==> src/datapathPkg.sv <==
package datapathPkg;

	localparam int wordWidth = 32;
	localparam int registerCount = 16;

	// Codes for add and shra match the existing instruction encoding.
	typedef enum logic [4:0] {
		opAdd  = 5'b00011,
		opSub  = 5'b00100,
		opShra = 5'b00101,
		opShr  = 5'b00110,
		opShl  = 5'b00111,
		opRor  = 5'b01000,
		opRol  = 5'b01001,
		opAnd  = 5'b01010,
		opOr   = 5'b01011,
		opMul  = 5'b01110,
		opDiv  = 5'b01111,
		opNeg  = 5'b10000,
		opNot  = 5'b10001
	} aluOpcode;

	// Register load strobes, one per destination.
	typedef struct packed {
		logic [registerCount-1:0] regIn; // One-hot general register select.
		logic hiIn;
		logic loIn;
		logic yIn;
		logic zIn;
		logic pcIn;
		logic irIn;
		logic marIn;
		logic mdrIn;
		logic inportIn;
	} loadStrobes;

	// Bus-out strobes. Only one of these may be high in a given cycle.
	typedef struct packed {
		logic [registerCount-1:0] regOut;
		logic hiOut;
		logic loOut;
		logic zHighOut;
		logic zLowOut;
		logic pcOut;
		logic mdrOut;
		logic inportOut;
		logic cOut;
	} busStrobes;

	typedef enum logic [3:0] {
		sourceNone,
		sourceGeneral,
		sourceHi,
		sourceLo,
		sourceZHigh,
		sourceZLow,
		sourcePc,
		sourceMdr,
		sourceInport,
		sourceConstant
	} busSource;

	typedef struct packed {
		logic [4:0] opcode;
		logic [3:0] ra;
		logic [3:0] rb;
		logic [3:0] rc;
		logic [14:0] unused;
	} registerFormat;

	typedef struct packed {
		logic [4:0] opcode;
		logic [3:0] ra;
		logic [3:0] rb;
		logic [18:0] constant; // Signed immediate.
	} immediateFormat;

	// The same IR word seen as either instruction format.
	typedef union packed {
		registerFormat registerForm;
		immediateFormat immediateForm;
	} instructionWord;

endpackage

==> src/busMux.sv <==
module busMux import datapathPkg::*; (
	input busStrobes drive,
	input logic [wordWidth-1:0] general,
	input logic [wordWidth-1:0] hi,
	input logic [wordWidth-1:0] lo,
	input logic [wordWidth-1:0] zHigh,
	input logic [wordWidth-1:0] zLow,
	input logic [wordWidth-1:0] pc,
	input logic [wordWidth-1:0] mdr,
	input logic [wordWidth-1:0] inport,
	input logic [wordWidth-1:0] constant,
	output logic [wordWidth-1:0] bus
);

	busSource source;

	// Priority order only matters if the one-hot rule is broken.
	always_comb begin
		if (|drive.regOut) begin
			source = sourceGeneral;
		end else if (drive.hiOut) begin
			source = sourceHi;
		end else if (drive.loOut) begin
			source = sourceLo;
		end else if (drive.zHighOut) begin
			source = sourceZHigh;
		end else if (drive.zLowOut) begin
			source = sourceZLow;
		end else if (drive.pcOut) begin
			source = sourcePc;
		end else if (drive.mdrOut) begin
			source = sourceMdr;
		end else if (drive.inportOut) begin
			source = sourceInport;
		end else if (drive.cOut) begin
			source = sourceConstant;
		end else begin
			source = sourceNone;
		end
	end

	always_comb begin
		case (source)
			sourceGeneral:  bus = general;
			sourceHi:       bus = hi;
			sourceLo:       bus = lo;
			sourceZHigh:    bus = zHigh;
			sourceZLow:     bus = zLow;
			sourcePc:       bus = pc;
			sourceMdr:      bus = mdr;
			sourceInport:   bus = inport;
			sourceConstant: bus = constant;
			default:        bus = '0; // Idle bus reads zero.
		endcase
	end

endmodule

==> config.mk <==
export PLATFORM = sky130hd
export DESIGN_NAME = busMux
export DESIGN_NICKNAME = d
export VERILOG_FILES = /design/src/datapathPkg.sv /design/src/busMux.sv
export SDC_FILE = /design/constraint.sdc
export NUM_CORES = 1
export LEC_CHECK = 0
export ABC_AREA = 1
export BUFFER_PORTS_ARGS = -buffer_cell sky130_fd_sc_hd__buf_2
export CAP_MARGIN = 20
export CORE_AREA = 5 5 131 133
export DETAILED_ROUTE_END_ITERATION = 10
export DIE_AREA = 0 0 136 138
export PLACE_DENSITY = 0.47
export SLEW_MARGIN = 0
export SYNTH_ARGS = -nofsm -noshare
export SYNTH_HDL_FRONTEND = slang
export SYNTH_SLANG_ARGS = --single-unit
==> constraint.sdc <==
create_clock -name vclk -period 3.4
set_clock_uncertainty 0.1 [all_clocks]
set_input_delay 0.34 -clock vclk [all_inputs]
set_output_delay 0.34 -clock vclk [all_outputs]
set_load 0.005 [all_outputs]
# Yosys cells after proc, flatten, opt, wreduce, memory -nomap -nowiden
# Cells that the tools add are included.
# op_classes
n_eq_ne	9
n_mux	10
reduce_logical	1
# op_table
operator	n
$pmux 32 s9	1
$mux 4	9
$eq 4x3->1 const B	4
$reduce_or 16->1	1
$eq 4x2->1 const B	2
$eq 4x4->1 const B	2
$eq 4x1->1 const B	1
# totals
register_bits	0
inputBits	312
out_inout_bits	32
elab_cells	20

# Longest topological paths before layout
# logic_depth
depth_word	11
depth_mapped	15
mapped_depth_nobuf	14

# Worst setup path after synthesis
# No wires, ideal clock.
# synth_timing
path_kind	input -> output
start	in drive[21] (netlist bit)
end	out bus[24]
arrival_time_ns	1.548
required_ns	2.960
setup_slack_ns	1.412
path_stages	14
path_buffers	1
cell_sequence	nor2_1 nand2_1 nor2_1 nand2_2 clkinv_4 nand2_4 inv_2 nand2_1 nor2_2 buf_4 nand2_1 nand2_1 nor2_1 nand3_1
# synth_via
elab_chain_cells	4
word_cells_on_any_way	12
cone_classes	eq/ne: 9; mux: 2; reduce/logical: 1
# synth_lines
item	line	text
start: declaration	busMux.sv:2	input busStrobes drive,
$reduce_or 16->1 (*)	busMux.sv:19	if (|drive.regOut) begin
$mux 4 (*)	busMux.sv:19	
$eq 4x4->1, or another cell as far along	busMux.sv:43	case (source)
$pmux 32 s9 (*)	busMux.sv:43	
end: declaration	busMux.sv:12	output logic [wordWidth-1:0] bus
# Mark *: on every way between the ends. The rest lies on a longest branch, timed or not.

# Final worst setup path
# layout_timing
start	in drive[21] (netlist bit)
end	out bus[20]
# The elaborated chain is that of the path after synthesis.

==> results by group <==
Status
  – Status: finished, final reports clean

Logic synthesis
  – Top cells by count, synth: nor2_1, nand2_1, inv_1
  – Post-synth top area share: 0.201
  – Seq/Total Area, Yosys: 0
  – Top cells by area, synth: nor2_1, nand2_1, nand3_1
  – Synth cell types: 26
  – Syn Area/Cell: between 4 and 5 sq um
  – Count leader, synth: nor2_1
  – Mapped Cells: approximately 660
  – Net count of the mapped netlist: about 1000
  – Synth Warn #: 0
  – Dominant cell type by area after synthesis: nor2_1
  – Synthesized area: 2900 sq um

Clock tree
  – Post-CTS Hold Buffers: 0
  – Post-CTS Resized: 0
  – Post-CTS Setup Inserts: 0

Setup path
  – Critical Path Slowest Stage Cell: nor2_4
  – Startpoint Class: input port
  – Worst-path maximum fanout: 31
  – Top delay family on crit path: simple AND/OR/NAND/NOR gates
  – CP bufs+invs: 4
  – Arrival @ worst endpoint: around 2500 ps
  – Crit Path Class: in -> out
  – Most used cell, CP: nor2_1
  – Crit-path cells: buf_2 > nor2_1 > nand2_1 > nor2_1 > nand2_2 > clkinv_4 > nand2_4 > nor2_4 > buf_12 > nand3_1 > o21ai_1 > nor2_1 > nand3_1 > buf_2
  – CP peak stage delay: approximately 540 ps
  – Critical Path RT: ~3000 ps
  – Worst Setup End Kind: output pin

Place
  – GP Congestion: approximately 0.87
  – PortBufs: between 300 and 400
  – DP HPWL: between 15 and 20 mm

Die
  – Num rows: 46
  – # IOs: between 300 and 400
  – Die Width: 136 microns
  – Core Region: about 16000 sq um
  – Starting Density: 0.185
  – Die ar.: between 15000 and 20000 sq um
  – Chip height: 138 microns

Cells and area
  – Multi-input gate area: about 2300 sq um
  – Fillers: about 1.9k
  – Share of the core filled with cells: 0.310
  – Number of diodes: 0
  – Share of layout cells above drive strength 1: 0.387
  – Area grow syn2layout: 67.9%
  – Clkbuf count: 0
  – Sequential Area: 0 sq um
  – Count of flip-flops and latches: 0
  – Fin nets: ~1.3k

STA
  – Setup TNS: 0 ps
  – Worst-margin pin slew: ~570 ps
  – Max_slew headroom: 0.621
  – Setup-failing EPs final: 0
  – Fmax: between 0.3 and 0.4 GHz
  – Min Tclk post-route: approximately 2900 ps
  – RSZ-0062 raised after global routing: no
  – Final Hold Viols: 0
  – Final Cycle Share: 0.860
  – Final Max Tran Viols: 0

Route
  – First-pass DRT Iterations: 4
  – Vias per cell: 4.38
  – Vias after detailed routing: around 5.2k
  – DR iter-0 viols: roughly 170
  – Remaining antenna violation count: 0
  – DR DRC count: 0
  – Drt total wl: approximately 19 mm
  – WL per Instance: around 16 microns

GRT
  – Global Route Usage Sum: 0.191
  – Vias in the first global route: about 5.4k
  – Antenna violations before repair: 1
  – Congestion Overflow GR: 0
  – First-pass GRT wire length: 28.7 mm
  – Largest net degree at the start of global routing: 37

Pwr
  – Worst vdd ir: roughly 0.000026 V
  – Power density cells: 59.3 nW/um^2
  – Leakage: between 3 and 4 nW

Hold path
  – Worst Hold Class: in -> out

Job
  – Max-cap violations: 0
[where the power goes]
group,switching (mW),internal (mW),total [mW]
clock network,0,0,0
logic,0.120,0.169,0.289
registers,0,0,0
[final timing paths]
kind	from	slack [ps]	cells after the start	end
min	zLow[31]	880	4	bus[31]
max	drive[21]	480	14	bus[20]
[worst min-delay path, delay by kind of cell]
kind	cells	cell delay, ps
buffers and inverters	2	180
AOI/OAI and AO/OA	1	50
and+or+nand+nor	1	70
[cell type report]
cell class,count,area share
tap,216,0.0555
timing repair buffer,360,0.386
multi-input combinational,504,0.468
inverter,116,0.0904
[placed cells by master (no fill, tap or decap)]
master and instances:
a21oi_1 24, buf_12 3, buf_2 344, buf_4 13, clkinv_1 2, clkinv_4 1
inv_1 108, inv_2 5, nand2_1 138, nand2_2 3, nand2_4 1, nand3_1 96
nand3_2 2, nand3b_1 1, nand4_1 42, nand4_2 1, nor2_1 155, nor2_2 1
nor2_4 3, nor3_2 1, o211ai_1 2, o21ai_0 10, o21ai_1 22, o21ai_4 1
or2_1 1
[cell families (layout without fill, tap and decap cells)]
kind of cell | count (synthesis) | count (layout) | synth area share
simple gates | 445 | 445 | 0.674
buf+inv | 155 | 476 | 0.221
compound gates | 59 | 59 | 0.105
[through the flow]
stage	hold WS, ps	power (mW)	cell area, sq um	instances	setup slack (ps)
2_1_floorplan	700	0.0737	2900	659	1410
6_report	883	0.289	4870	1196	476
3_3_place_gp	883	0.291	4870	1196	424
4_1_cts	882	0.291	4870	1196	418
3_5_place_dp	879	0.290	4870	1196	419
5_1_grt	899	0.326	4870	1196	200
[routing by layer]
| metal | GRT usage | vias up | wire length [microns] |
|---|---|---|---|
| met5 | 0 | - | 13 |
| li1 | - | 2720 | - |
| met3 | 0.0348 | 30 | 1810 |
| met2 | 0.344 | 264 | 9360 |
| met1 | 0.233 | 2219 | 7780 |
| met4 | 0.0446 | 2 | 461 |
Note: power is estimated with default switching activity, not from simulation.
