## src/datapathPkg.sv

```systemverilog
package datapathPkg;

	localparam int wordWidth = 32;
	localparam int registerCount = 16;

	// Codes for add and shra match the existing instruction encoding.
	typedef enum logic [4:0] {
		opAdd  = 5'b00011,
		opSub  = 5'b00100,
		opShra = 5'b00101,
		opShr  = 5'b00110,
		opShl  = 5'b00111,
		opRor  = 5'b01000,
		opRol  = 5'b01001,
		opAnd  = 5'b01010,
		opOr   = 5'b01011,
		opMul  = 5'b01110,
		opDiv  = 5'b01111,
		opNeg  = 5'b10000,
		opNot  = 5'b10001
	} aluOpcode;

	// Register load strobes, one per destination.
	typedef struct packed {
		logic [registerCount-1:0] regIn; // One-hot general register select.
		logic hiIn;
		logic loIn;
		logic yIn;
		logic zIn;
		logic pcIn;
		logic irIn;
		logic marIn;
		logic mdrIn;
		logic inportIn;
	} loadStrobes;

	// Bus-out strobes. Only one of these may be high in a given cycle.
	typedef struct packed {
		logic [registerCount-1:0] regOut;
		logic hiOut;
		logic loOut;
		logic zHighOut;
		logic zLowOut;
		logic pcOut;
		logic mdrOut;
		logic inportOut;
		logic cOut;
	} busStrobes;

	typedef enum logic [3:0] {
		sourceNone,
		sourceGeneral,
		sourceHi,
		sourceLo,
		sourceZHigh,
		sourceZLow,
		sourcePc,
		sourceMdr,
		sourceInport,
		sourceConstant
	} busSource;

	typedef struct packed {
		logic [4:0] opcode;
		logic [3:0] ra;
		logic [3:0] rb;
		logic [3:0] rc;
		logic [14:0] unused;
	} registerFormat;

	typedef struct packed {
		logic [4:0] opcode;
		logic [3:0] ra;
		logic [3:0] rb;
		logic [18:0] constant; // Signed immediate.
	} immediateFormat;

	// The same IR word seen as either instruction format.
	typedef union packed {
		registerFormat registerForm;
		immediateFormat immediateForm;
	} instructionWord;

endpackage

```

## src/registerFile.sv

```systemverilog
module registerFile import datapathPkg::*; (
	input logic Clock,
	input logic reset,
	input logic [registerCount-1:0] regIn,
	input logic [registerCount-1:0] regOut,
	input logic [wordWidth-1:0] bus,
	output logic [wordWidth-1:0] selected
);

	logic [wordWidth-1:0] registers [registerCount];

	// Every register whose load bit is high takes the bus value.
	always_ff @(posedge Clock) begin
		for (int i = 0; i < registerCount; i++) begin
			if (reset) begin
				registers[i] <= '0;
			end else if (regIn[i]) begin
				registers[i] <= bus;
			end
		end
	end

	// The strobe is one-hot, so the lowest set bit names the register.
	always_comb begin
		selected = '0;
		for (int i = registerCount - 1; i >= 0; i--) begin
			if (regOut[i]) begin
				selected = registers[i];
			end
		end
	end

endmodule

```

## config.mk

```make
export PLATFORM = sky130hd
export DESIGN_NAME = registerFile
export DESIGN_NICKNAME = d
export VERILOG_FILES = /design/src/datapathPkg.sv /design/src/registerFile.sv
export SDC_FILE = /design/constraint.sdc
export NUM_CORES = 1
export LEC_CHECK = 0
export ABC_CLOCK_PERIOD_IN_PS = 3850
export BUFFER_PORTS_ARGS = -buffer_cell sky130_fd_sc_hd__buf_2
export CORE_MARGIN = 2
export CORE_UTILIZATION = 34
export CTS_CLUSTER_SIZE = 12
export DETAILED_ROUTE_END_ITERATION = 8
export SLEW_MARGIN = 5
export SYNTH_ARGS = -nofsm -noshare
export SYNTH_HDL_FRONTEND = slang
export SYNTH_SLANG_ARGS = --single-unit
```

## constraint.sdc

```tcl
create_clock -name Clock -period 3.85 [get_ports Clock]
set_input_delay 0 -clock Clock [delete_from_list [all_inputs] [get_ports Clock]]
set_output_delay 0 -clock Clock [all_outputs]
set_load 0.03 [all_outputs]
```

# Word-level counts from Yosys, hierarchy flattened
# Memory sizes are Yosys's and may differ from the RTL's.
# Index checks and enable logic that the tools add are counted.
[word_totals]
ff_bits = 0
mem_bits_rw = 512
inputBits = 66
output_inout_bits = 32
mem_count = 1
[classes]
mux = 82
bitwise = 16
[mem_list]
columns = ["memory", "words", "word_bits", "rd", "rd_clocked_by_memory_dff", "write_ports", "line_no", "source"]
rows = [
  ["registers", 16, 32, 16, 0, 16, "registerFile.sv:10", "logic [wordWidth-1:0] registers [registerCount];"],
]
[ops]
columns = ["operator", "n"]
rows = [
  ["$mux 32", 32],
  ["$mux 1", 50],
  ["$or 1x1->1", 16],
]

# Depth between registers and ports, before layout
# Gate-level depths: netlist of the first run.
[logic_depth]
word_depth = 16
ltp_mapped = 7

# Worst setup path before layout of the first run
# Ideal clock, no wire load.
[synth_path]
path_type = "input to output"
start = "input regOut[7]"
end = "output selected[11]"
t_arrival_ps = 1583
t_required_ps = 3850
slack_ps = 2267
path_stages = 7
n_path_buf = 3
path_cell_list = "buf_6 > or2_1 > buf_6 > buf_6 > nor3_1 > a21oi_1 > o31ai_1"
[synth_via]
elab_chain_len = 8
[synth_rtl]
columns = ["element", "line_no", "source"]
rows = [
  ["from (decl)", "registerFile.sv:5", "input logic [registerCount-1:0] regOut,"],
  ["$mux 32 (8 in series)", "registerFile.sv:27", "if (regOut[i]) begin"],
  ["to (decl)", "registerFile.sv:7", "output logic [wordWidth-1:0] selected"],
]
# No other way between the ends.

==> metrics.md, run 1 <==
| Metric | Value |
|---|---|
| Startpoint Class | `flop` |
| Total gr overflow | `0` |
| Worst hold path class | `in -> reg` |
| Placed Instances | `2,573` |
| Crit path max-delay family | `compound AO/OA/AOI/OAI gates` |
| Post-Place Cell Area | `0.0241 mm²` |
| Worst IR Drop VDD | `0.329 mV` |
| Horiz. Die Dim | `264 µm` |
| Final worst setup slack | `1.34 ns` |
| Vias post-DR | `14,700` |
| Crit Path Max Fanout | `1` |
| Final instance area | `0.0261 mm²` |
| CP cell instances | `a221oi_1, o21ai_0, a21oi_1, o31ai_1, buf_2` |
| Status | `completed` |
| Synth Flop Type | `edfxtp_1` |
| Syn_nets | `1,795` |
| Starting Density | `34.2%` |
| Crit path time final | `2.51 ns` |
| Seq/Total Area, Yosys | `67.1%` |
| CP max stage cell | `o31ai_1` |
| Worst EP arrival | `2.51 ns` |
| Gate Count Post-Synth | `1,729` |
| Pre-CTS setup slack | `1.52 ns` |
| Area delta synth->final | `13.8%` |
| Pint | `9.81 mW` |
| MaxCap Viol Count | `0` |
| Residual DRC | `0` |
| Layout filler cell count | `6,297` |
| Antenna-violating nets left | `0` |
| RSZ-0062 raised after global routing | `no` |
| Buffers on Ports | `97` |
| Synthesized area | `0.0229 mm²` |
| Kind of critical path | `reg -> out` |
| Max Freq | `0.398 GHz` |
| P_sw | `3.08 mW` |
| Fraction of layout cells with a size suffix above 1 | `13.9%` |
| Overall die height | `264 µm` |
| Clock power frac | `38.0%` |
| Final Routed Wirelength | `65.1 mm` |
| Sw Share | `23.9%` |
| Antenna violations before repair | `2` |
| Total Neg Setup Slack | `0 ns` |
| Slew margin rel. | `28.4%` |
| Area contributors post-synth | `edfxtp_1, and2_1, clkbuf_1, o22ai_1, a21oi_1` |
| Fin crit share | `65.2%` |
| Die ar. | `0.0695 mm²` |
| Met3 usage in global routing | `2.68%` |
| Synth top area share | `67.1%` |
| Critical Path Max Stage Delay | `0.68 ns` |
| Largest register by flop count | `registers` |
| Cell Rows | `95` |
| Synth area leader | `edfxtp_1` |
| Clk pin slew, worst setup/hold paths | `0.06 ns` |
| Avg WL per Cell | `24.1 µm` |
| Largest net degree at the start of global routing | `65` |
| Routability-driven placement congestion ratio | `0.783` |
| Clk sink count | `512` |
| Synth Warn # | `0` |
| Required time of the critical path | `3.85 ns` |
| # IOs | `98` |
| Routing usage on met2 | `30.1%` |
| H-Tree Depth | `2` |
| Setup Viol. Count Final | `0` |
| Max FFs per register | `512` |
| Core area | `0.0669 mm²` |
| Cell area power density | `494 mW/mm²` |
| Fin cells | `2,698` |
| Number of enable flip-flop cells after synthesis | `512` |
| Least-Margin Pin Slew | `1.07 ns` |
| Critical Path End Type | `output pin` |
| Via density | `5.46` |
| Pleak | `9.45 nW` |
| Mean Syn Cell Area | `13.3 µm²` |
| Grt met1 use | `25.7%` |
| Fin nets | `1,853` |
| Largest regs | `registers (512)` |
| DPL Wire Length | `39.1 mm` |
| Hold Vio Cnt, Final | `0` |
| Clock root buffer | `clkbuf_16` |
| Final Total Pwr | `12.9 mW` |
| TritonCTS clock tree | `built` |
| Gate power share | `9.5%` |
| FF+latch count, synth | `512` |
| Num CTS Buffers | `53` |
| GRT Total Usage | `18.6%` |
| Distinct cells, synth | `43` |
| TritonRoute pass-1 iters | `8` |
| Post-CTS setup buffers | `0` |
| Synth async-reset ratio | `0%` |
| Gr busiest metal | `met2` |
| Final Slew Violations | `0` |
| Max Root-Sink Buffers | `3` |
| Vias in the first global route | `14,700` |
| WP buf/inv | `1` |
| Sequential share of power | `52.5%` |
| First-pass GRT wire length | `96.4 mm` |
| DRT iter0 DRCs | `1,598` |
## path summary, 6_finish.rpt
kind	startpoint	end	slack [ns]	depth (start not counted)
worst min-delay path	regIn[6]	registers[0][207]$_SDFFCE_PN0P_	0.13	3
worst max-delay path	registers[1][236]$_SDFFCE_PN0P_	selected[12]	1.34	5
## through the flow
step / util (%) / hold slack [ns]
floorplan: - / 0.198
global placement: 36.1 / 0.493
detailed placement: 36.1 / 0.504
CTS: 39.0 / 0.0987
global route: 39.0 / 0.123
finish: 39.0 / 0.129
## cells in the final DEF, fill, tap and decap left out, drive strengths merged
master	Yosys	routed
and2	513	513
edfxtp	512	512
buf	41	135
clkbuf	123	71
a21oi	66	66
nor2	66	66
o22ai	63	63
o21ai	33	33
o221ai	33	33
nor3	33	33
dlygate4sd3	0	32
a22o	31	31
a22oi	31	31
a222oi	31	31
a211oi	31	31
o31ai	31	31
a221oi	30	30
nor2b	20	20
or2	18	18
clkinv	0	16
inv	4	5
nand2	4	4
nand2b	3	3
nand3b	3	3
bufinv	0	3
diode	0	2
or3b	2	2
a31oi	1	1
o221a	1	1
a2111oi	1	1
a2bb2oi	1	1
or3	1	1
or4	1	1
nor3b	1	1
## cell usage after synthesis, types with 2 or more instances
master and instances:
edfxtp_1 512, inv_1 3, nor3_1 28, a221oi_1 28
nand3b_1 3, o22ai_1 63, a211oi_1 31, or2_2 16
o221ai_1 33, nor3_2 5, nor2b_1 17, nor2_1 66
nand2b_1 3, a221oi_2 2, buf_6 9, o31ai_2 7
buf_1 3, a22oi_1 31, a222oi_1 31, a21oi_1 66
o31ai_1 24, buf_2 28, and2_1 512, nand2_1 4
or2_1 2, o21ai_0 33, clkbuf_1 122, a22o_1 31
nor2b_2 2
## power by group through the flow
| stage | registers (mW) | logic, mW | clock network, mW |
|---|---|---|---|
| finish | 6.76 | 1.22 | 4.90 |
| global placement | 6.86 | 1.18 | 0 |
| detailed placement | 6.88 | 1.20 | 0 |
| CTS | 6.76 | 1.23 | 4.95 |
| floorplan | 6.83 | 0.746 | 0 |
| global route | 6.80 | 1.32 | 5.17 |
## cell families after synthesis
kind of cell,share of synthesized area [%]
AO/OA/AOI/OAI,12.2
AND/OR/NAND/NOR,17.4
buffers and inverters,3.22
flip-flops,67.1
## per-layer routing
| layer | up-vias | routed length [µm] |
|---|---|---|
| li1 | 6581 | - |
| met1 | 7453 | 27800 |
| met2 | 611 | 30700 |
| met3 | 98 | 4760 |
| met4 | 0 | 1810 |
| met5 | - | 0 |
## layout make-up
cell class | count | area, µm² | area share, %
sequential | 512 | 15400 | 59.0
multi-input combinational | 1049 | 6880 | 26.4
clock buffer | 71 | 1440 | 5.51
timing repair buffer | 167 | 1100 | 4.23
tap | 873 | 1090 | 4.19
clock inverter | 20 | 164 | 0.629
inverter | 4 | 15.0 | 0.0576
antenna | 2 | 5.00 | 0.0192
## worst min-delay path, delay by kind of cell
family / cells / cell delay, ns
AND/OR/NAND/NOR: 2 / 0.45
buffers and inverters: 1 / 0.11
## what timing repair did
action / 4_1_cts / 5_1_grt
hold buffers: 32 / 0
hold endpoints to repair: 512 / 0
resized for setup: 0 / 0
Power figures use the tool's default switching activity.
==> run 2, diff against run 1 <==
ABC_CLOCK_PERIOD_IN_PS = 2300   (was 3850)
clock period = 2.3 ns   (was 3.85 ns; I/O delays follow)
==> metrics.md, run 2 (same netlist as run 1, synthesis figures left out) <==
| Metric | Value |
|---|---|
| Vias in the first global route | `15,300 (+3.5%)` |
| Clk pin slew, worst setup/hold paths | `0.06 ns (about the same)` |
| Crit Path Max Fanout | `1 (unchanged)` |
| Total gr overflow | `0 (unchanged)` |
| Avg WL per Cell | `24.0 µm (-0.52%)` |
| Metal3 WL | `3.96 mm (-17%)` |
| DRT iter0 DRCs | `1,660 (+3.9%)` |
| Worst hold path class | `in -> reg` |
| Worst hold slack | `0.0226 ns (-0.106 ns)` |
| Antenna violations before repair | `1 (-1)` |
| Clk sink count | `512 (unchanged)` |
| Fin nets | `1,897 (+2.4%)` |
| Pre-CTS setup slack | `0.354 ns (-1.17 ns)` |
| Met2 wire length | `32.1 mm (+4.5%)` |
| Via density | `5.42 (-0.87%)` |
| Status | `completed` |
| TritonCTS clock tree | `built` |
| Pleak | `9.78 nW (+3.5%)` |
| Crit path time final | `2.25 ns` |
| Area delta synth->final | `16.9%` |
| Max Used Layer | `met4` |
| Overall die height | `264 µm (unchanged)` |
| Final Total Pwr | `21.4 mW (+66%)` |
| Die ar. | `0.0695 mm² (unchanged)` |
| H-Tree Depth | `2 (unchanged)` |
| Setup Viol. Count Final | `0 (unchanged)` |
| Total Neg Setup Slack | `0 ns (unchanged)` |
| Startpoint Class | `flop` |
| Largest register by flop count | `registers` |
| Clock root buffer | `clkbuf_16` |
| Worst EP arrival | `2.25 ns (-0.26 ns)` |
| Buffers on Ports | `97 (unchanged)` |
| Worst IR Drop VDD | `0.557 mV (+69%)` |
| Largest regs | `registers (512)` |
| DPL Wire Length | `39.9 mm (+2.2%)` |
| Final worst setup slack | `0.0472 ns (-1.29 ns)` |
| Fraction of layout cells with a size suffix above 1 | `15.4% (+1.5 points)` |
| First-pass GRT wire length | `98.4 mm (+2.0%)` |
| Post-CTS setup buffers | `0 (unchanged)` |
| Required time of the critical path | `2.30 ns (-1.55 ns)` |
| Cell area power density | `798 mW/mm² (+61%)` |
| Core area | `0.0669 mm² (unchanged)` |
| Final Routed Wirelength | `65.7 mm (+0.84%)` |
| Slew margin rel. | `38.7% (+10 points)` |
| Layout filler cell count | `6,217 (-1.3%)` |
| Max Root-Sink Buffers | `3 (unchanged)` |
| Max FFs per register | `512 (unchanged)` |
| Vias post-DR | `14,800 (+0.49%)` |
| Kind of critical path | `reg -> out` |
| Least-Margin Pin Slew | `0.917 ns (-0.157 ns)` |
| Starting Density | `34.2% (unchanged)` |
| Post-Route M1 WL | `28.0 mm (+0.58%)` |
| Horiz. Die Dim | `264 µm (unchanged)` |
| Cell Rows | `95 (unchanged)` |
| Antenna-violating nets left | `0 (unchanged)` |
| Largest net degree at the start of global routing | `45 (-31%)` |
| Residual DRC | `0 (unchanged)` |
| Critical Path End Type | `output pin` |
| Max Freq | `0.444 GHz` |
| Most frequent cells in the layout | `and2_1, edfxtp_1, buf_2` |
| TritonRoute pass-1 iters | `6 (-2)` |
| GRT Total Usage | `18.8% (+0.25 points)` |
| Num CTS Buffers | `52 (-1.9%)` |
| # IOs | `98 (unchanged)` |
| Hold Vio Cnt, Final | `0 (unchanged)` |
| Final Slew Violations | `0 (unchanged)` |
| MaxCap Viol Count | `0 (unchanged)` |
| Routability-driven placement congestion ratio | `0.825 (+5.3%)` |
| Fin crit share | `97.9%` |
| Hold depth | `3 (unchanged)` |
| RSZ-0062 raised after global routing | `no` |
-- run 2: path summary, 6_finish.rpt --
| kind | start | to | slack, ns |
|---|---|---|---|
| min | regIn[12] | registers[1][128]$_SDFFCE_PN0P_ | 0.02 |
| max | registers[0][132]$_SDFFCE_PN0P_ | selected[4] | 0.05 |
-- run 2: what timing repair did --
| action | CTS | global route |
|---|---|---|
| hold buffers | 44 | 0 |
| pin swaps | 1 | 2 |
| endpoints found under the hold margin | 643 | 0 |
| endpoints found under the setup margin | 1 | 7 |
| resized for setup | 2 | 6 |
-- run 2: cell type report --
type | instances | area (µm²) | share of cell area [%]
multi-input combinational | 1049 | 6940 | 25.9
tap | 873 | 1090 | 4.08
timing repair buffer | 212 | 1860 | 6.94
inverter | 4 | 15.0 | 0.0561
sequential | 512 | 15400 | 57.4
clock buffer | 69 | 1390 | 5.18
antenna | 2 | 5.00 | 0.0187
clock inverter | 14 | 110 | 0.411
-- run 2: critical path, cell delays in order, from the launching register on --
cell,delay (ns)
edfxtp_1,0.36
a222oi_1,0.39
a21oi_1,0.12
a211oi_1,0.33
o31ai_1,0.23
buf_2,0.23
-- run 2: power by group --
part           switching, mW  internal [mW]
Sequential             0.219           11.1
Clock                   3.45           4.39
Combinational           1.44          0.782
Total                   5.11           16.3
-- run 2: metrics by stage --
step / cells / area (µm²) / util [%]
2_1_floorplan: 1729 / 22900 / -
3_3_place_gp: 2606 / 24800 / 37.1
3_5_place_dp: 2606 / 24800 / 37.1
4_1_cts: 2733 / 26800 / 40.0
5_1_grt: 2734 / 26800 / 40.0
6_report: 2735 / 26800 / 40.0
-- run 2: routing by layer --
| metal | track usage (%) | vias up |
|---|---|---|
| met5 | 0 | - |
| met4 | 5.81 | 0 |
| met3 | 2.17 | 93 |
| met2 | 31.2 | 558 |
| met1 | 25.8 | 7500 |
| li1 | - | 6664 |
