==> config.mk <==
export PLATFORM = sky130hd
export DESIGN_NAME = specialRegisters
export DESIGN_NICKNAME = d
export VERILOG_FILES = /design/src/datapathPkg.sv /design/src/specialRegisters.sv
export SDC_FILE = /design/constraint.sdc
export NUM_CORES = 1
export LEC_CHECK = 0
export ABC_AREA = 1
export BUFFER_PORTS_ARGS = -buffer_cell sky130_fd_sc_hd__clkbuf_2
export CORE_UTILIZATION = 30
export DETAILED_ROUTE_END_ITERATION = 8
export GPL_TIMING_DRIVEN = 0
export HOLD_SLACK_MARGIN = 0.08
export PLACE_DENSITY = 0.59
export REMOVE_ABC_BUFFERS = 1
export SLEW_MARGIN = 20
export SYNTH_ARGS = -nofsm -noshare
export SYNTH_HDL_FRONTEND = slang
export SYNTH_SLANG_ARGS = --single-unit
export TNS_END_PERCENT = 1
==> constraint.sdc <==
create_clock -name Clock -period 2.14 [get_ports Clock]
set_input_delay 0.214 -clock Clock [delete_from_list [all_inputs] [get_ports Clock]]
set_output_delay 0.214 -clock Clock [all_outputs]
set_load 0.005 [all_outputs]
==> src/datapathPkg.sv <==
package datapathPkg;

	localparam int wordWidth = 32;
	localparam int registerCount = 16;

	// Codes for add and shra match the existing instruction encoding.
	typedef enum logic [4:0] {
		opAdd  = 5'b00011,
		opSub  = 5'b00100,
		opShra = 5'b00101,
		opShr  = 5'b00110,
		opShl  = 5'b00111,
		opRor  = 5'b01000,
		opRol  = 5'b01001,
		opAnd  = 5'b01010,
		opOr   = 5'b01011,
		opMul  = 5'b01110,
		opDiv  = 5'b01111,
		opNeg  = 5'b10000,
		opNot  = 5'b10001
	} aluOpcode;

	// Register load strobes, one per destination.
	typedef struct packed {
		logic [registerCount-1:0] regIn; // One-hot general register select.
		logic hiIn;
		logic loIn;
		logic yIn;
		logic zIn;
		logic pcIn;
		logic irIn;
		logic marIn;
		logic mdrIn;
		logic inportIn;
	} loadStrobes;

	// Bus-out strobes. Only one of these may be high in a given cycle.
	typedef struct packed {
		logic [registerCount-1:0] regOut;
		logic hiOut;
		logic loOut;
		logic zHighOut;
		logic zLowOut;
		logic pcOut;
		logic mdrOut;
		logic inportOut;
		logic cOut;
	} busStrobes;

	typedef enum logic [3:0] {
		sourceNone,
		sourceGeneral,
		sourceHi,
		sourceLo,
		sourceZHigh,
		sourceZLow,
		sourcePc,
		sourceMdr,
		sourceInport,
		sourceConstant
	} busSource;

	typedef struct packed {
		logic [4:0] opcode;
		logic [3:0] ra;
		logic [3:0] rb;
		logic [3:0] rc;
		logic [14:0] unused;
	} registerFormat;

	typedef struct packed {
		logic [4:0] opcode;
		logic [3:0] ra;
		logic [3:0] rb;
		logic [18:0] constant; // Signed immediate.
	} immediateFormat;

	// The same IR word seen as either instruction format.
	typedef union packed {
		registerFormat registerForm;
		immediateFormat immediateForm;
	} instructionWord;

endpackage

==> src/specialRegisters.sv <==
module specialRegisters import datapathPkg::*; (
	input logic Clock,
	input logic reset,
	input loadStrobes load,
	input logic read,
	input logic [wordWidth-1:0] bus,
	input logic [2*wordWidth-1:0] aluResult,
	input logic [wordWidth-1:0] memoryData,
	input logic [wordWidth-1:0] inportData,
	output logic [wordWidth-1:0] pc,
	output logic [wordWidth-1:0] mdr,
	output logic [wordWidth-1:0] hi,
	output logic [wordWidth-1:0] lo,
	output logic [wordWidth-1:0] y,
	output logic [wordWidth-1:0] inport,
	output logic [wordWidth-1:0] zHigh,
	output logic [wordWidth-1:0] zLow,
	output logic [wordWidth-1:0] memoryAddress,
	output logic [wordWidth-1:0] constant
);

	instructionWord instruction;
	logic [2*wordWidth-1:0] z;
	logic [wordWidth-1:0] mdrNext;

	// A memory read takes priority over the bus as MDR source.
	assign mdrNext = read ? memoryData : bus;

	always_ff @(posedge Clock) begin
		if (reset) begin
			pc <= '0;
			instruction <= '0;
			memoryAddress <= '0;
			mdr <= '0;
			y <= '0;
			z <= '0;
			hi <= '0;
			lo <= '0;
			inport <= '0;
		end else begin
			if (load.pcIn) begin
				pc <= bus;
			end
			if (load.irIn) begin
				instruction <= bus;
			end
			if (load.marIn) begin
				memoryAddress <= bus;
			end
			if (load.mdrIn) begin
				mdr <= mdrNext;
			end
			if (load.yIn) begin
				y <= bus;
			end
			if (load.zIn) begin
				z <= aluResult; // Full 64-bit result, needed by mul and div.
			end
			if (load.hiIn) begin
				hi <= bus;
			end
			if (load.loIn) begin
				lo <= bus;
			end
			if (load.inportIn) begin
				inport <= inportData;
			end
		end
	end

	assign zHigh = z[2*wordWidth-1:wordWidth];
	assign zLow = z[wordWidth-1:0];

	// Sign-extend the 19-bit immediate field.
	assign constant = {{(wordWidth-19){instruction.immediateForm.constant[18]}},
		instruction.immediateForm.constant};

endmodule

---- Word level (Yosys, flattened, before mapping) ----
Index checks and enable logic that the tools add are counted.
word-level totals
  word-level logic and storage cells ...... 10
  register bits ........................... 307
operators by class
  mux-type cells .......................... 1
operators by type and width
  kind      count
  $mux W32  1

---- Depth between registers and ports, before layout ----
Gate-level depths: netlist of the first run.
  depth after elaboration ................. 1
  gate-level depth with buffers ........... 7
  depth with buffers taken out ............ 5

---- Worst setup path before layout of the first run ----
OpenSTA, ideal clock, no wires.
  path type ............................... reg2out
  start ................................... reg instruction[18] in the netlist's numbering
  end ..................................... out constant[19]
  path buffers ............................ 1
  slack ................................... 1.219 ns
  arrival time ............................ 0.707 ns
  stages on the path, launching flop included .. 2
  cells stage by stage .................... dfxtp_1 buf_4
RTL lines
  item                    line                    RTL
  from (decl)             specialRegisters.sv:22  instructionWord instruction;
  from (signal assigned)  specialRegisters.sv:45  instruction <= bus;
  to (decl)               specialRegisters.sv:19  output logic [wordWidth-1:0] constant
No word-level cell between the ends.

---- Worst setup path after layout of the first run ----
  start ................................... in read
  end ..................................... reg mdr[30]
between the ends
  longest elaborated chain between the ends .. 1
ends and longest elaborated chain
  item                  line                    RTL
  from (decl)           specialRegisters.sv:5   input logic read,
  $mux W32              specialRegisters.sv:27  assign mdrNext = read ? memoryData : bus;
  to (signal assigned)  specialRegisters.sv:51  mdr <= mdrNext;
  to (decl)             specialRegisters.sv:11  output logic [wordWidth-1:0] mdr,
Every way passes these cells.
A chain may end at the register's enable or synchronous reset.

==> flow_summary_export.csv, run 1 <==
group,metric,value,unit
worst_setup_path,critPathLaunchType,"primary input",
yosys,async_reset_ff_frac,0,
clock_network,htreeDepth,2,
yosys,synthMostInstantiatedCell,"nand2_1",
sta,max_freq,0.4768,GHz
clock_network,clkTransAtPathRegs,60,ps
sta,final_max_slew_viol_count,0,
yosys,yosysWarningCount,0,
cells_and_area,multi_input_area,0.004339,mm²
power_and_ir_drop,p_leak,7.868,nW
yosys,synth_seq_cells,307,
yosys,yosysTopAreaCell,"dfxtp_1",
yosys,netlist_instances,1484,
worst_setup_path,cp_max_fo,33,
route,wl_per_cell,17.20,µm
yosys,synth_seq_area_share,0.5328,
worst_setup_path,reg2reg_to,"instruction[18]",
route,drt_iter0_drc,589,
yosys,synthTopCellsByArea,"dfxtp_1, nand2_1, a21oi_1",
yosys,synthFlopType,"dfxtp_1",
worst_setup_path,cp_common_cell,"nand2_1",
floorplanning,die_w,198.1,µm
worst_setup_path,cp_cell_sequence,"clkbuf_2 > inv_4 > nand2_1 > nand3_1 > dlygate4sd3_1 > nand2_1 > inv_1",
yosys,synthDistinctLibCells,14,
worst_setup_path,cp_slowest_stage_delay,800,ps
run_status,status,"finished clean",
worst_setup_path,critPathArrivalTime,2520,ps
floorplanning,core_area,0.03776,mm²
placement,hpwl,27910,µm
power_and_ir_drop,power_per_cell_area,835.4,mW/mm²
route,drt_wl_total,44710,µm
sta,relSlewSlack,0.2565,
placement,place_congestion,0.7845,
floorplanning,num_rows,71,
sta,fin_tns_setup,0,ps
worst_setup_path,r2r_start,"instruction[18]",
job,cap_viol_max_count,0,
placement,io_buffers,491,
route,drtPass1Iterations,6,
clock_network,cts_root_buf,"clkbuf_16",
global_routing,grt_pass1_wl,64850,µm
clock_network,cts_tree,"yes",
cells_and_area,area_growth,44.32,%
worst_setup_path,startpoint,"read",
floorplanning,start_util,0.3056,
global_routing,grt_max_degree,116,
route,route.detailed.drc,0,
yosys,yosysTopAreaCellShare,0.5328,
yosys,synthTopCellsByCount,"nand2_1, dfxtp_1, a21oi_1",
sta,finalCritPeriodShare,0.9800,
sta,worst-slew-pin-transition,1115,ps
yosys,postSynthAreaPerCell,7.774,µm²
power_and_ir_drop,ir_worst_vdd,458.7,µV
sta,setup_viol,0,
worst_setup_path,crit_slowest_cell,"clkbuf_2",
placement,place_inst,2369,
route,viasPerCell,4.623,
worst_hold_path,hp-class,"in2reg",
cells_and_area,fillCellCount,3718,
clock_network,cts_max_path_buffers,3,
route,ant_nets,0,
clock_network,cts-resized-gates,0,
global_routing,grt_pass1_vias,11380,
sta,fin_skew,0,ps
global_routing,overflow,0,
sta,rsz0062_at_grt,"false",
worst_hold_path,hold_path_depth,3,
worst_setup_path,critPathBufInv,4,
worst_setup_path,path_delay_family,"buffers and inverters",
cells_and_area,register_area,0.006146,mm²
worst_setup_path,path_depth,7,
worst_setup_path,worstRegToRegCells,2,
sta,min_period,2097,ps
global_routing,antenna_found_initial,2,
route,vias,12020,
cells_and_area,stdcell_count,2600,
worst_setup_path,required,2570,ps
floorplanning,ios,508,
global_routing,grtUsageTotal,0.2173,
clock_network,cts.sinks,307,
floorplanning,fp.dieH,198.1,µm
worst_setup_path,r2r_slack,1220,ps
yosys,mappedNetlistArea,0.01154,mm²
clock_network,cts_buffers,36,
yosys,synth_edf_count,0,
cells_and_area,drive_gt1_frac,0.2841,
worst_setup_path,crit_type,"in2reg",
sta,hold_violations,0,
placement,place_ws,-93.78,ps
sta,setup_ws,42.81,ps
worst_hold_path,hold_end,"lo[27]",
worst_hold_path,worstHoldStart,"bus[27]",
cells_and_area,num-nets-final,2257,
floorplanning,dieArea,0.03924,mm²
clock_network,worstSkewPairLatency,520,ps
worst_setup_path,worstSetupEndpointType,"flop",
stage by stage:
stage	total power [W]	cell area, µm²	utilization	hold WS, ps
finish	0.01391	16650	0.4410	172.8
global route	0.01446	16650	0.4410	162.5
CTS	0.01403	16640	0.4408	135.6
detailed placement	0.007876	13810	0.3657	451.8
global placement	0.007896	13740	0.3639	447.0
floorplan	0.006854	10640	-	276.4
worst max-delay path by stage:
| stage | end | slack, ps |
|---|---|---|
| floorplan | instruction[18] | 1110 |
| global placement | mdr[22] | -3340 |
| detailed placement | hi[28] | -90 |
| CTS | mdr[6] | 220 |
| global route | mdr[22] | 30 |
| finish | mdr[30] | 40 |
final cells by class:
cell class,instances,area share
inverters,41,0.009469
repair buffers,666,0.2557
flip-flops and latches,307,0.3692
clock buffers,49,0.06253
clock inverters,7,0.003758
multi-input cells,1017,0.2606
diodes,2,0.0003006
well taps,511,0.03840
worst reg2reg max path: stages (launching register included):
cell     delay [ps]
dfxtp_1         620
nand2_1         100
a21oi_1         130
cell usage in the layout (no fill, tap or decap), drive strengths merged:
cell           n
nand3         32
dfxtp        307
nand2        646
buf            2
dlygate4sd3  173
clkbuf       540
bufinv         1
clkinvlp       1
a21oi        275
diode          2
inv           40
clkinv         6
nor2          64
power breakdown:
part | total (W) | internal [W] | switching [W]
sequential | 0.00623 | 0.00605 | 0.000179
clock | 0.00587 | 0.00349 | 0.00238
combinational | 0.00181 | 0.000794 | 0.00102
flip-flops by register name, indices dropped and copies added (netlist names):
| register | cells |
|---|---|
| instruction | 19 |
| y | 32 |
| memoryAddress | 32 |
| pc | 32 |
| hi | 32 |
| mdr | 32 |
| inport | 32 |
| z | 64 |
| lo | 32 |
layer usage:
metal  up-vias  routed length [µm]  GRT usage  share of wire
li1       5829                   -          -              -
met1      5559               18040     0.2514           0.40
met2       552               21220     0.3727           0.47
met3        80                3906    0.05672          0.087
met4         0                1545     0.1025          0.035
met5         -                   0          0              0
logic make-up (layout without fill, tap and decap cells):
group / count (synthesis) / count (layout) / synth area share
simple gates: 742 / 742 / 0.2471
other cells: 0 / 2 / 0
buf+inv: 160 / 763 / 0.09111
compound gates: 275 / 275 / 0.1291
flops: 307 / 307 / 0.5328
timing repair:
item | 4_1_cts | 5_1_grt
hold buffers | 173 | 0
setup buffers | 0 | 0
endpoints found under the hold margin | 302 | 0
(Power assumes the default switching activity.)
==> inputs of run 2 (changes only) <==
--- a/config.mk
+++ b/config.mk
@@ -5,7 +5,7 @@
 export SDC_FILE = /design/constraint.sdc
 export NUM_CORES = 1
 export LEC_CHECK = 0
-export ABC_AREA = 1
+export ABC_AREA = 0
 export BUFFER_PORTS_ARGS = -buffer_cell sky130_fd_sc_hd__clkbuf_2
 export CORE_UTILIZATION = 30
 export DETAILED_ROUTE_END_ITERATION = 8
==> run 2 against run 1 <==
Against the previous run: non-clock buffer count is 7 lower; register-to-register slack worse by 20 ps; largest power group unchanged; die area is 2.6% lower; clock power hardly changed; design area is 0.64% lower; maximum frequency is 33% higher; setup slack better by 520 ps; global-route usage is 3.0 points lower; cell count is 18% lower; synthesized area is 2.6% lower; synthesized cell count is 30% lower; clock skew stayed put.
==> flow_summary_export.csv, run 2 <==
group,metric,value,unit
cells_and_area,num-nets-final,1837,
cells_and_area,mostFrequentLayoutCells,"clkbuf_2, mux2i_1, nor2_1, dfxtp_1, dlygate4sd3_1",
global_routing,grtUsageTotal,0.1874,
sta,worst-slew-pin-transition,1047,ps
yosys,synth_edf_count,0,
yosys,yosysTopAreaCellShare,0.5472,
yosys,synth_seq_cells,307,
power_and_ir_drop,p_leak,8.378,nW
worst_setup_path,worstSetupEndpointType,"primary output",
worst_setup_path,cp_cell_sequence,"clkbuf_2",
yosys,postSynthAreaPerCell,10.76,µm²
cells_and_area,num_antenna_cells,0,
worst_setup_path,startpoint,"instruction[18]",
placement,place_congestion,0.7443,
sta,max_freq,0.6349,GHz
job,cap_viol_max_count,0,
route,drt_iter0_drc,269,
sta,setup_ws,564.9,ps
cells_and_area,multi_input_area,0.004466,mm²
cells_and_area,top_register,"z",
cells_and_area,area_growth,47.28,%
worst_hold_path,hp-class,"in2reg",
clock_network,cts_max_path_buffers,3,
sta,fin_skew,0,ps
worst_hold_path,worstHoldStart,"bus[24]",
route,wl_per_cell,17.41,µm
power_and_ir_drop,ir_worst_vdd,663.6,µV
placement,dpl_cell_area,0.01378,mm²
worst_setup_path,required,1930,ps
clock_network,cts_root_buf,"clkbuf_16",
sta,relSlewSlack,0.3022,
sta,setup_viol,0,
worst_setup_path,critPathLaunchType,"flop",
cells_and_area,largest_reg_flops,64,
placement,hpwl,23490,µm
route,drtPass1Iterations,5,
yosys,synth_seq_area_share,0.5472,
floorplanning,core_area,0.03670,mm²
cells_and_area,postLayoutCellArea,0.01654,mm²
floorplanning,start_util,0.3061,
clock_network,htreeDepth,2,
yosys,synthFlopType,"dfxtp_1",
route,viasPerCell,4.502,
yosys,mappedNetlistArea,0.01123,mm²
route,ant_nets,0,
clock_network,cts_buffers,35,
route,route.detailed.drc,0,
clock_network,worstSkewPairLatency,520,ps
sta,finalCritPeriodShare,0.7360,
worst_setup_path,path_delay_family,"flip-flops",
floorplanning,dieArea,0.03822,mm²
clock_network,post_cts_buffers,0,
worst_setup_path,r2r_start,"instruction[18]",
worst_setup_path,critPathArrivalTime,1360,ps
yosys,yosysWarningCount,0,
placement,io_buffers,491,
global_routing,grt_pass1_wl,55290,µm
clock_network,cts.sinks,307,
yosys,yosysTopAreaCell,"dfxtp_1",
yosys,synthDistinctLibCells,9,
global_routing,overflow,0,
global_routing,antenna_found_initial,0,
sta,min_period,1575,ps
yosys,synthTopCellsByCount,"dfxtp_1, mux2i_1, nor2_1",
worst_setup_path,crit_slowest_cell,"dfxtp_1",
worst_setup_path,cp_slowest_stage_delay,630,ps
floorplanning,die_w,195.5,µm
yosys,synthTopCellsByArea,"dfxtp_1, mux2i_1, nor2_1",
placement,place_ws,594.1,ps
route,vias,9629,
worst_setup_path,crit_type,"reg2out",
cells_and_area,drive_gt1_frac,0.3268,
route,drt_wl_total,37250,µm
sta,rsz0062_at_grt,"false",
power_and_ir_drop,power_per_cell_area,843.0,mW/mm²
run_status,status,"finished clean",
floorplanning,num_rows,70,
cells_and_area,fillCellCount,3447,
cells_and_area,final_common_cell,"clkbuf_2",
sta,hold_violations,0,
global_routing,grt_pass1_vias,9571,
sta,final_max_slew_viol_count,0,
global_routing,grt_max_degree,117,
floorplanning,ios,508,
floorplanning,fp.dieH,195.5,µm
yosys,netlist_instances,1044,
yosys,async_reset_ff_frac,0,
clock_network,clkTransAtPathRegs,60,ps
cells_and_area,register_area,0.006146,mm²
worst_setup_path,cp_max_fo,15,
worst_setup_path,critPathBufInv,1,
clock_network,cts_tree,"yes",
==> run 2: routing by layer <==
metal	vias to the layer above	GRT usage	wire, µm
met1	4449	0.2079	14860
met4	0	0.08982	1447
li1	4682	-	-
met5	-	0	0
met2	417	0.3253	17960
met3	81	0.05786	2975
==> run 2: logic make-up (layout without fill, tap and decap cells) <==
family                 after synthesis  count (layout)  share of synthesized area
AO/OA/AOI/OAI                       32              32                    0.02139
AND/OR/NAND/NOR                    307             307                     0.1026
multiplexers                       307             307                     0.2736
buffers and inverters               91             718                    0.05525
flip-flops                         307             307                     0.5472
==> run 2: through the flow <==
stage                     total power, W  TNS, ps    util  cells  hold slack, ps
after CTS                        0.01411        0  0.4508   2139           110.4
after global routing             0.01450        0  0.4508   2139           122.5
final                            0.01394        0  0.4508   2139           120.3
after floorplan                 0.006913        0       -    953           286.4
after detailed placement        0.007937        0  0.3755   1916           457.6
after global placement          0.007947  -900110  0.3721   1912           450.1
==> run 2: where the power goes <==
| part | internal [W] | switching (W) |
|---|---|---|
| logic | 0.000921 | 0.000906 |
| registers | 0.00607 | 0.000186 |
| clock network | 0.00352 | 0.00234 |
==> run 2: final cells by class <==
| class | count | share of cell area |
|---|---|---|
| sequential | 307 | 0.3715 |
| tap | 468 | 0.03540 |
| timing repair buffer | 659 | 0.2553 |
| multi-input combinational | 646 | 0.2699 |
| clock buffer | 52 | 0.06361 |
| clock inverter | 7 | 0.004236 |
==> run 2: worst paths after layout <==
| kind | to | slack, ps | depth (start not counted) |
|---|---|---|---|
| worst max register to register | instruction[18] | 1200 | 2 |
| worst max-delay path | constant[29] | 560 | 1 |
| worst min register to register | mdr[5] | 490 | 2 |
| worst min-delay path | memoryAddress[24] | 120 | 3 |
==> run 2: repair_timing <==
action,4_1_cts,5_1_grt
hold endpoints to repair,280,0
gates resized for setup,0,0
hold buffers,164,0
==> inputs of run 3 (changes only) <==
--- a/config.mk
+++ b/config.mk
@@ -5,13 +5,13 @@
 export SDC_FILE = /design/constraint.sdc
 export NUM_CORES = 1
 export LEC_CHECK = 0
-export ABC_AREA = 0
+export ABC_AREA = 1
 export BUFFER_PORTS_ARGS = -buffer_cell sky130_fd_sc_hd__clkbuf_2
 export CORE_UTILIZATION = 30
 export DETAILED_ROUTE_END_ITERATION = 8
 export GPL_TIMING_DRIVEN = 0
 export HOLD_SLACK_MARGIN = 0.08
-export PLACE_DENSITY = 0.59
+export PLACE_DENSITY = 0.61
 export REMOVE_ABC_BUFFERS = 1
 export SLEW_MARGIN = 20
 export SYNTH_ARGS = -nofsm -noshare
==> constraint.sdc (replaced) <==
create_clock -name Clock -period 1.3 [get_ports Clock]
set_input_delay 0.13 -clock Clock [delete_from_list [all_inputs] [get_ports Clock]]
set_output_delay 0.13 -clock Clock [all_outputs]
set_load 0.005 [all_outputs]
==> run 3 against run 2 <==
Against the previous run: the run now ends with negative setup slack left; clock-buffer cell count up 1; routed wire length is 20% higher; sequential cell count unchanged; core utilization is 1.1 points lower; critical path depth increased by 3; critical path type is now in2reg; highest routed layer unchanged.
==> flow_summary_export.csv, run 3 (synthesis gave the netlist of run 1 again) <==
group,metric,value,unit
worst_hold_path,hp-class,"in2reg",
job,cap_viol_max_count,0,
global_routing,grt_use_met3,0.05536,
cells_and_area,stdcell_count,2593,
route,wl_per_cell,17.24,µm
cells_and_area,final_common_cell,"nand2_1",
sta,min_period,1332,ps
power_and_ir_drop,power_per_cell_area,1389,mW/mm²
cells_and_area,top_register,"z",
cells_and_area,area_growth,43.96,%
floorplanning,ios,508,
global_routing,grt_pass1_wl,65020,µm
power_and_ir_drop,ir_worst_vdd,968.7,µV
cells_and_area,drive_gt1_frac,0.2867,
worst_setup_path,cp_max_fo,33,
route,drt_iter0_drc,531,
sta,fin_skew,0,ps
sta,worst-slew-pin-transition,1120,ps
clock_network,cts_tree,"yes",
sta,rsz0062_at_grt,"true",
global_routing,busiest_layer,"met2",
floorplanning,num_rows,71,
floorplanning,die_w,198.1,µm
placement,place_congestion,0.7928,
clock_network,cts_max_path_buffers,3,
worst_hold_path,hold_path_depth,2,
clock_network,post_cts_buffers,0,
route,vias,12120,
sta,setup_ws,-31.64,ps
global_routing,overflow,0,
clock_network,htreeDepth,2,
sta,finalCritPeriodShare,1.024,
cells_and_area,mostFrequentLayoutCells,"nand2_1, clkbuf_2, dfxtp_1",
worst_setup_path,cp_slowest_stage_delay,820,ps
placement,place_inst,2370,
global_routing,grt_pass1_vias,11620,
sta,setup_viol,24,
global_routing,grt_max_degree,109,
clock_network,clkTransAtPathRegs,60,ps
run_status,status,"complete, but fails checks",
worst_setup_path,crit_type,"in2reg",
route,viasPerCell,4.675,
clock_network,cts_buffers,36,
worst_setup_path,required,1750,ps
route,ant_nets,0,
sta,hold_violations,0,
cells_and_area,largest_reg_flops,64,
route,route.detailed.drc,0,
worst_setup_path,crit_slowest_cell,"inv_2",
worst_setup_path,worstSetupEndpointType,"flop",
worst_setup_path,cp_cell_sequence,"clkbuf_2 > inv_2 > nand2_1 > a21oi_1",
clock_network,cts_root_buf,"clkbuf_16",
floorplanning,start_util,0.3056,
global_routing,met1_usage,0.2441,
global_routing,grt_use_met2,0.3761,
cells_and_area,fillCellCount,3692,
cells_and_area,num-nets-final,2246,
sta,relSlewSlack,0.2534,
placement,hpwl,28310,µm
route,drtPass1Iterations,5,
sta,fin_tns_setup,-273.5,ps
power_and_ir_drop,totalPowerFinal,0.02306,W
worst_setup_path,path_delay_family,"buffers and inverters",
sta,max_freq,0.7510,GHz
run_status,violations,"negative setup slack",
global_routing,antenna_found_initial,0,
worst_setup_path,path_depth,4,
global_routing,grtUsageTotal,0.2163,
clock_network,worstSkewPairLatency,530,ps
sta,final_max_slew_viol_count,0,
worst_setup_path,critPathBufInv,2,
sta,hold-worst-slack,208.6,ps
worst_setup_path,worstRegToRegCells,2,
route,drt_wl_total,44700,µm
clock_network,cts.sinks,307,
floorplanning,dieArea,0.03924,mm²
floorplanning,fp.dieH,198.1,µm
worst_setup_path,critPathLaunchType,"primary input",
floorplanning,core_area,0.03776,mm²
placement,io_buffers,491,
cells_and_area,num_antenna_cells,0,
worst_setup_path,critPathArrivalTime,1780,ps
power_and_ir_drop,p_leak,7.861,nW
cells_and_area,final_util,0.4399,
run 3: area by class of cell:
| cell class | instances | area [µm²] | share of cell area |
|---|---|---|---|
| flip-flops and latches | 307 | 6150 | 0.3703 |
| multi-input cells | 1017 | 4339 | 0.2613 |
| repair buffers | 655 | 4160 | 0.2505 |
| clock buffers | 53 | 1056 | 0.06359 |
| well taps | 511 | 639.4 | 0.03850 |
| inverters | 41 | 178.9 | 0.01077 |
| clock inverters | 9 | 83.83 | 0.005048 |
run 3: repair_timing:
item	in CTS	in global routing
resized for setup	8	5
gates cloned	0	0
pin swaps	0	0
hold buffers	161	0
endpoints found under the hold margin	307	0
setup endpoints to repair	181	88
run 3: metrics by stage:
stage	setup WS, ps	instance area (µm²)
after floorplan	271.2	10640
after global placement	-4070	13740
final	-31.64	16610
after CTS	0.7643	16600
after detailed placement	-938.9	13830
after global routing	-120.9	16610
run 3: final timing paths:
| check | startpoint | to | slack, ps |
|---|---|---|---|
| max | load[6] | y[12] | -30 |
| min | reset | z[44] | 210 |
| max reg2reg | z[37] | z[37] | 560 |
| min reg2reg | z[5] | z[5] | 460 |
run 3: metal layers:
metal | wire length (µm) | up-vias | part of all wire
met4 | 1822 | 0 | 0.041
li1 | - | 5810 | -
met5 | 0 | - | 0
met3 | 3926 | 93 | 0.088
met2 | 21600 | 585 | 0.48
met1 | 17350 | 5633 | 0.39
run 3: where the power goes:
group	switching (W)	leakage (nW)	internal (W)	total (W)
Sequential	0.000300	2.53	0.00995	0.0103
Clock	0.00402	0.560	0.00583	0.00985
Combinational	0.00168	4.77	0.00128	0.00296
run 3: worst register-to-register path: cells and delay by family (launching register included):
| kind | cells | cell delay [ps] |
|---|---|---|
| AO/OA/AOI/OAI | 1 | 180 |
| flip-flops | 1 | 410 |
| AND/OR/NAND/NOR | 1 | 80 |
